$ cat src/aes_dec_macros.svh
// sizes fixed for AES-256 decryption only; changing AES_ROUNDS alone does not give AES-128/192
`ifndef AES_DEC_MACROS_SVH
`define AES_DEC_MACROS_SVH

// inverse rounds after the initial key addition
`define AES_ROUNDS 14

// one block, bits
`define AES_BLOCK_W 128

// bytes per block, column-major
`define AES_BYTES 16

// round key index, 0 to AES_ROUNDS
`define AES_KEY_ADDR_W 4

`endif

$ cat src/aes_dec_pkg.sv
// types and GF(2^8) helpers for the AES-256 decryptor; the field functions are combinational only
`include "aes_dec_macros.svh"

package aes_dec_pkg;

    // one state byte
    typedef logic [7:0] aes_byte_t;

    // byte 4c+r is row r of column c
    typedef aes_byte_t [`AES_BYTES-1:0] aes_block_t;

    // round sequencer states
    typedef enum logic [3:0]
    {
        st_idle,
        st_add_key,
        st_inv_shift,
        st_sub_wait,
        st_mix,
        st_round_end,
        st_done
    } seq_state_t;

    // one datapath operation per cycle
    typedef enum logic [2:0]
    {
        cmd_none,
        cmd_load,
        cmd_inv_shift,
        cmd_add_key,
        cmd_inv_mix,
        cmd_emit
    } dp_cmd_t;

    // multiply by x, reduce by x^8+x^4+x^3+x+1
    function automatic aes_byte_t gf_mul2(input aes_byte_t a);
        return {a[6:0], 1'b0} ^ (a[7] ? 8'h1b : 8'h00);
    endfunction

    // shift-and-add product
    function automatic aes_byte_t gf_mul(input aes_byte_t a, input aes_byte_t b);
        aes_byte_t acc;
        aes_byte_t p;
        acc = 8'h00;
        p   = a;
        for (int i = 0; i < 8; i++)
        begin
            if (b[i])
                acc = acc ^ p;
            p = gf_mul2(p);
        end
        return acc;
    endfunction

    // inverse as a^254, so 0 maps to 0
    function automatic aes_byte_t gf_inv(input aes_byte_t a);
        aes_byte_t res;
        aes_byte_t base;
        res  = 8'h01;
        base = a;
        for (int i = 0; i < 8; i++)
        begin
            // exponent 254 = 8'b1111_1110
            if (i != 0)
                res = gf_mul(res, base);
            base = gf_mul(base, base);
        end
        return res;
    endfunction

endpackage

$ cat src/aes_dec_top.sv
// AES-256 single-block decryptor; caller supplies round keys combinationally, no back-pressure
`timescale 1ns/1ps
`include "aes_dec_macros.svh"

module aes_dec_top (
    input  logic                        clk,
    input  logic                        resetn,
    input  logic                        in_valid,
    input  aes_dec_pkg::aes_block_t     data_in,
    input  aes_dec_pkg::aes_block_t     key,
    output logic [`AES_KEY_ADDR_W-1:0]  key_addr,
    output logic                        out_valid,
    output aes_dec_pkg::aes_block_t     data_out
);
    import aes_dec_pkg::*;

    dp_cmd_t    cmd;
    logic       sub_start;
    logic       sub_done;
    aes_block_t state_q;
    aes_block_t sub_block;

    // round control and key index
    aes_round_sequencer u_seq (
        .clk       (clk),
        .resetn    (resetn),
        .in_valid  (in_valid),
        .sub_done  (sub_done),
        .cmd       (cmd),
        .sub_start (sub_start),
        .key_addr  (key_addr),
        .out_valid (out_valid)
    );

    // serial byte substitution of the shifted state
    aes_inv_sub_bytes u_sub (
        .clk       (clk),
        .resetn    (resetn),
        .start     (sub_start),
        .block_in  (state_q),
        .block_out (sub_block),
        .done      (sub_done)
    );

    aes_round_datapath u_dp (
        .clk       (clk),
        .resetn    (resetn),
        .cmd       (cmd),
        .data_in   (data_in),
        .key       (key),
        .sub_block (sub_block),
        .sub_done  (sub_done),
        .state_q   (state_q),
        .data_out  (data_out)
    );

endmodule

$ cat src/aes_inv_sub_bytes.sv
// serial inverse S-box, one byte per cycle; start must not arrive while a block is in progress
`timescale 1ns/1ps
`include "aes_dec_macros.svh"

module aes_inv_sub_bytes (
    input  logic                    clk,
    input  logic                    resetn,
    input  logic                    start,
    input  aes_dec_pkg::aes_block_t block_in,
    output aes_dec_pkg::aes_block_t block_out,
    output logic                    done
);
    import aes_dec_pkg::*;

    localparam int cnt_w = $clog2(`AES_BYTES);
    localparam logic [cnt_w-1:0] last_idx = cnt_w'(`AES_BYTES - 1);

    logic [`AES_BLOCK_W-1:0] sr;
    logic [cnt_w-1:0]        cnt;
    logic                    busy;
    aes_byte_t               sub_in;
    aes_byte_t               sub_out;

    // inverse affine map, rotations by 1, 3 and 6 plus 0x05
    function automatic aes_byte_t inv_affine(input aes_byte_t x);
        return {x[6:0], x[7]} ^ {x[4:0], x[7:5]} ^ {x[1:0], x[7:2]} ^ 8'h05;
    endfunction

    // byte 0 is substituted on the start cycle itself
    assign sub_in  = start ? block_in[0] : sr[7:0];
    assign sub_out = gf_inv(inv_affine(sub_in));

    // shift right one byte, new byte enters at the top
    // sixteen shifts bring the block back into order
    always_ff @(posedge clk)
    begin
        if (start)
            sr <= {sub_out, block_in[`AES_BYTES-1:1]};
        else if (busy)
            sr <= {sub_out, sr[`AES_BLOCK_W-1:8]};
    end

    always_ff @(posedge clk or negedge resetn)
    begin
        if (!resetn)
        begin
            busy <= 1'b0;
            cnt  <= '0;
            done <= 1'b0;
        end
        else
        begin
            done <= 1'b0;
            if (start)
            begin
                busy <= 1'b1;
                cnt  <= cnt_w'(1);
            end
            else if (busy)
            begin
                cnt <= cnt + 1'b1;
                if (cnt == last_idx)
                begin
                    busy <= 1'b0;
                    done <= 1'b1;
                end
            end
        end
    end

    assign block_out = sr;

    assert property (@(posedge clk) disable iff (!resetn)
        start |-> !busy);

endmodule

$ cat src/aes_round_datapath.sv
// AES state and result registers; commands come one per cycle and data_out is valid with out_valid
`timescale 1ns/1ps
`include "aes_dec_macros.svh"

module aes_round_datapath (
    input  logic                    clk,
    input  logic                    resetn,
    input  aes_dec_pkg::dp_cmd_t    cmd,
    input  aes_dec_pkg::aes_block_t data_in,
    input  aes_dec_pkg::aes_block_t key,
    input  aes_dec_pkg::aes_block_t sub_block,
    input  logic                    sub_done,
    output aes_dec_pkg::aes_block_t state_q,
    output aes_dec_pkg::aes_block_t data_out
);
    import aes_dec_pkg::*;

    localparam int num_cols = `AES_BYTES / 4;

    aes_block_t shift_blk;
    aes_block_t mix_blk;

    // inverse row shift
    // row r moves right by r columns
    always_comb
    begin
        for (int c = 0; c < num_cols; c++)
        begin
            for (int r = 0; r < 4; r++)
            begin
                shift_blk[4*c+r] = state_q[4*((c - r + num_cols) % num_cols) + r];
            end
        end
    end

    // inverse column mixing
    // each row uses the circulant 0e 0b 0d 09
    always_comb
    begin
        for (int c = 0; c < num_cols; c++)
        begin
            for (int r = 0; r < 4; r++)
            begin
                mix_blk[4*c+r] = gf_mul(state_q[4*c + r], 8'h0e)
                               ^ gf_mul(state_q[4*c + (r + 1) % 4], 8'h0b)
                               ^ gf_mul(state_q[4*c + (r + 2) % 4], 8'h0d)
                               ^ gf_mul(state_q[4*c + (r + 3) % 4], 8'h09);
            end
        end
    end

    // state register
    always_ff @(posedge clk)
    begin
        if (sub_done)
            state_q <= sub_block;
        else
        begin
            case (cmd)
                cmd_load:
                    state_q <= data_in;
                cmd_inv_shift:
                    state_q <= shift_blk;
                cmd_add_key:
                    state_q <= state_q ^ key;
                cmd_inv_mix:
                    state_q <= mix_blk;
                default:
                    state_q <= state_q;
            endcase
        end
    end

    // result register
    // holds the plaintext until the next emit
    always_ff @(posedge clk)
    begin
        if (cmd == cmd_emit)
            data_out <= state_q;
    end

    // sequencer must idle while substitution hands its block back
    assert property (@(posedge clk) disable iff (!resetn)
        sub_done |-> (cmd == cmd_none));

endmodule

$ cat src/aes_round_sequencer.sv
// round FSM for AES-256 decryption; in_valid is only taken in idle and key must follow key_addr
`timescale 1ns/1ps
`include "aes_dec_macros.svh"

module aes_round_sequencer (
    input  logic                        clk,
    input  logic                        resetn,
    input  logic                        in_valid,
    input  logic                        sub_done,
    output aes_dec_pkg::dp_cmd_t        cmd,
    output logic                        sub_start,
    output logic [`AES_KEY_ADDR_W-1:0]  key_addr,
    output logic                        out_valid
);
    import aes_dec_pkg::*;

    localparam logic [`AES_KEY_ADDR_W-1:0] last_round = `AES_ROUNDS;

    seq_state_t                 state;
    seq_state_t                 state_next;
    logic [`AES_KEY_ADDR_W-1:0] round_q;

    // next state and the command for this cycle
    always_comb
    begin
        state_next = state;
        cmd        = cmd_none;
        case (state)
            st_idle:
            begin
                if (in_valid)
                begin
                    cmd        = cmd_load;
                    state_next = st_add_key;
                end
            end
            st_add_key:
            begin
                cmd = cmd_add_key;
                // round 0 is key addition only
                if (round_q == '0)
                    state_next = st_round_end;
                else if (round_q == last_round)
                    state_next = st_done;
                else
                    state_next = st_mix;
            end
            st_inv_shift:
            begin
                cmd        = cmd_inv_shift;
                state_next = st_sub_wait;
            end
            st_sub_wait:
            begin
                // datapath takes sub_block on this same pulse
                if (sub_done)
                    state_next = st_add_key;
            end
            st_mix:
            begin
                cmd        = cmd_inv_mix;
                state_next = st_round_end;
            end
            st_round_end:
                state_next = st_inv_shift;
            st_done:
            begin
                cmd        = cmd_emit;
                state_next = st_idle;
            end
            default:
                state_next = st_idle;
        endcase
    end

    always_ff @(posedge clk or negedge resetn)
    begin
        if (!resetn)
        begin
            state     <= st_idle;
            round_q   <= '0;
            key_addr  <= last_round;
            sub_start <= 1'b0;
            out_valid <= 1'b0;
        end
        else
        begin
            state <= state_next;
            // substitution reads the shifted state one cycle later
            sub_start <= (state == st_inv_shift);
            out_valid <= (state == st_done);
            if (state == st_round_end)
            begin
                round_q  <= round_q + 1'b1;
                key_addr <= key_addr - 1'b1;
            end
            else if (state == st_done)
            begin
                // back to the first key for the next block
                round_q  <= '0;
                key_addr <= last_round;
            end
        end
    end

    // substitution hands back only while the FSM waits for it
    assert property (@(posedge clk) disable iff (!resetn)
        sub_done |-> (state == st_sub_wait));

    assert property (@(posedge clk) disable iff (!resetn)
        key_addr <= last_round);

endmodule

$ cat config.mk
export PLATFORM = sky130hd
export DESIGN_NAME = aes_dec_top
export DESIGN_NICKNAME = d
export VERILOG_FILES = /design/src/aes_dec_pkg.sv /design/src/aes_dec_top.sv /design/src/aes_inv_sub_bytes.sv /design/src/aes_round_datapath.sv /design/src/aes_round_sequencer.sv
export VERILOG_INCLUDE_DIRS = /design/src
export SDC_FILE = /design/constraint.sdc
export NUM_CORES = 2
export LEC_CHECK = 0
export ABC_AREA = 1
export BUFFER_PORTS_ARGS = -buffer_cell sky130_fd_sc_hd__buf_2
export CAP_MARGIN = 20
export CORE_AREA = 4 4 331 333
export DETAILED_ROUTE_END_ITERATION = 12
export DIE_AREA = 0 0 335 337
export PLACE_DENSITY_LB_ADDON = 0.05
export SETUP_SLACK_MARGIN = 0.2
export SLEW_MARGIN = 20
export SYNTH_ARGS = -nofsm -noshare
export SYNTH_HDL_FRONTEND = slang
export SYNTH_SLANG_ARGS = --single-unit
$ cat constraint.sdc
create_clock -name clk -period 14.7 [get_ports clk]
set_input_delay 2.205 -clock clk [delete_from_list [all_inputs] [get_ports clk]]
set_output_delay 2.205 -clock clk [all_outputs]
set_load 0.01 [all_outputs]
==> impl_metrics.json <==
{
  "hp-class": "flip-flop to flip-flop",
  "cp-start-kind": "flip-flop",
  "timing.rr.end": "u_sub.block_out[121]",
  "outcome": "complete, no violations",
  "wl_um": 193000,
  "use_met1": 0.421,
  "coreArea_um2": 107000,
  "hold_buffers": 0,
  "finalSetupTns_ps": 0,
  "rows": 120,
  "yosysMostFrequentCell": "nand2_1",
  "synth-main-ff-cell": "edfxtp_1",
  "reg2reg_depth": 108,
  "post-route-min-period_ps": 13110,
  "hold_viol": 0,
  "worst-endpoint-arrival_ps": 13490,
  "yosys.area.top_type": "edfxtp_1",
  "cts_tree": "done",
  "synth_cell_type_count": 55,
  "multi_input_area_um2": 31800,
  "drv_cap": 0,
  "seqCellArea_um2": 12000,
  "grt_pass1_vias": 44908,
  "syn_nets": 7336,
  "num_vias": 48660,
  "placed_area_um2": 50900,
  "dp_hpwl_um": 148000,
  "synthesis.area_um2": 47800,
  "crit_cells": 108,
  "postRouteAntennaNets": 0,
  "antenna_found_initial": 25,
  "crit_start": "u_seq.sub_start",
  "pin_count": 392,
  "fillers": 11002,
  "crit_fanout": 15,
  "drt-pass1-iter-count": 6,
  "critPathTopFamily": "simple AND/OR/NAND/NOR gates",
  "die_x_um": 335,
  "routed_via_density": 5.54,
  "avgRoutedWirePerCell_um": 22.0,
  "worstHoldPathCells": 1,
  "htreeDepth": 2,
  "syn_to_final_growth_pct": 11.1,
  "busiest_layer": "met2",
  "port_buffers": 391,
  "grt_pass1_wl_um": 284000,
  "synth_top_area_share": 0.241,
  "grt_overflow": 0,
  "grt_setup_unrepaired": "true",
  "max-clock-path-buffers": 3,
  "tightest_slew_ps": 1180,
  "clock_latency_ps": 640,
  "start_util": 0.448,
  "critical_path.most_common_cell": "nand2_1",
  "hold_end": "u_sub.cnt[3]",
  "use_met3": 0.0562,
  "synth_edf_count": 384,
  "grt_use_total": 0.328,
  "syn_inst": 7065,
  "final_layout_size_suffix_gt1_frac": 0.134,
  "grt_max_degree": 164,
  "criticalPathCategory": "flip-flop to flip-flop",
  "fp.dieH_um": 337,
  "clk_pin_slew_ps": 60,
  "worstPathRequired_ps": 15080,
  "ys_seq_elements": 403,
  "cts_buffers": 51,
  "async_flop_share": 0.0471,
  "finalNonFillerCells": 8787,
  "timing.slew.headroom": 0.211,
  "max_clock_freq_mhz": 76.3,
  "fin_nets": 7601,
  "synth_area_leaders": "edfxtp_1 24%, nand2_1 18%, xor2_1 13%",
  "final_area_um2": 53100,
  "setup_viol_count_final": 0,
  "synth_common_cells": "2239 x nand2_1, 756 x nand3_1, 693 x xor2_1",
  "cts_root_buf": "clkbuf_16",
  "yosysWarnings": 0,
  "globalplace.congestion": 1.01,
  "drc_errors": 0,
  "endpoint_kind": "flip-flop",
  "gr-usage-met2": 0.549,
  "reg2reg_setup_slack_ps": 1590,
  "dieArea_um2": 113000,
  "r2r-start": "u_seq.sub_start",
  "place_inst": 8653,
  "finalCritPeriodShare": 0.892,
  "clock_skew_ps": 44.7,
  "crit_buf_inv": 19,
  "cts.sinks": 403,
  "drt_iter0_markers": 4528,
  "ys_seq_area_frac": 0.251,
  "report.final.slew_viol_count": 0,
  "slowest_stage": "dfrtp_4",
  "cpPeakStageDelay_ps": 530,
  "synth_area_per_cell_um2": 6.76,
  "worstHoldStart": "u_sub.cnt[3]"
}
worst register-to-register path, delay by kind of cell, from the launching register on:
family                     cells  cell delay (ps)
xor gates and xnor gates       1              230
adders and majority gates      1              390
buffers and inverters         19             2040
DFF                            1              530
and+or+nand+nor               87             9690
stage by stage:
step	hold WS (ps)	setup slack, ps	utilization
after global routing	481	178	0.498
final	467	1590	0.498
after detailed placement	457	356	0.477
after floorplan	421	2660	-
after global placement	455	583	0.477
after CTS	465	319	0.493
logic make-up (layout without fill, tap and decap cells):
| kind of cell | count (synthesis) | in the layout | synth area share |
|---|---|---|---|
| XOR/XNOR | 1253 | 1253 | 0.233 |
| buffers and inverters | 1054 | 1359 | 0.0898 |
| adder cells (fa/ha/maj) | 12 | 12 | 0.00314 |
| AO/OA/AOI/OAI | 709 | 709 | 0.0926 |
| AND/OR/NAND/NOR | 3634 | 3635 | 0.330 |
| other | 0 | 13 | 0 |
| flip-flops | 403 | 403 | 0.251 |
routing by layer:
metal / vias up / wire, um
met5: - / 115
met3: 380 / 15600
li1: 23366 / -
met4: 16 / 8880
met2: 1961 / 89200
met1: 22937 / 79300
how the worst max path moves through the flow:
stage	end
finish	u_sub.block_out[121]
global route	u_sub.block_out[127]
CTS	u_sub.block_out[121]
detailed placement	u_sub.block_out[121]
global placement	u_sub.block_out[121]
floorplan	u_sub.block_out[127]
what timing repair did:
action / 4_1_cts / 5_1_grt
resized for setup: 0 / 72
endpoints found under the setup margin: 0 / 8
buffers inserted: 0 / 26
state kept, by name (all words and copies together), names as in the netlist:
name and count:
u_dp.state_q 128, u_dp.data_out 128, u_seq.key_addr 4, u_seq.round_q 4
u_seq.state 3, u_sub.block_out 128, u_seq.out_valid 1, u_sub.busy 1
u_sub.done 1, u_seq.sub_start 1, u_sub.cnt 4
cell usage in the layout (no fill, tap or decap), drive strengths merged, types with 92 or more instances in the layout:
cell type,count
nand2,2393
nand3,767
inv,729
xor2,705
xnor2,546
buf,531
edfxtp,384
o21ai,363
nor2,274
a221oi,94
a22oi,92
cell type report:
type	instances	share of cell area
multi-input cells	5609	0.599
inverters	734	0.0526
clock buffers	60	0.0247
well taps	1403	0.0331
clock inverters	34	0.00613
diodes	13	0.000613
flip-flops and latches	403	0.226
repair buffers	531	0.0570
Power is not shown: default switching activity piles up to over one toggle a cycle in this logic, so the estimate is an artifact.
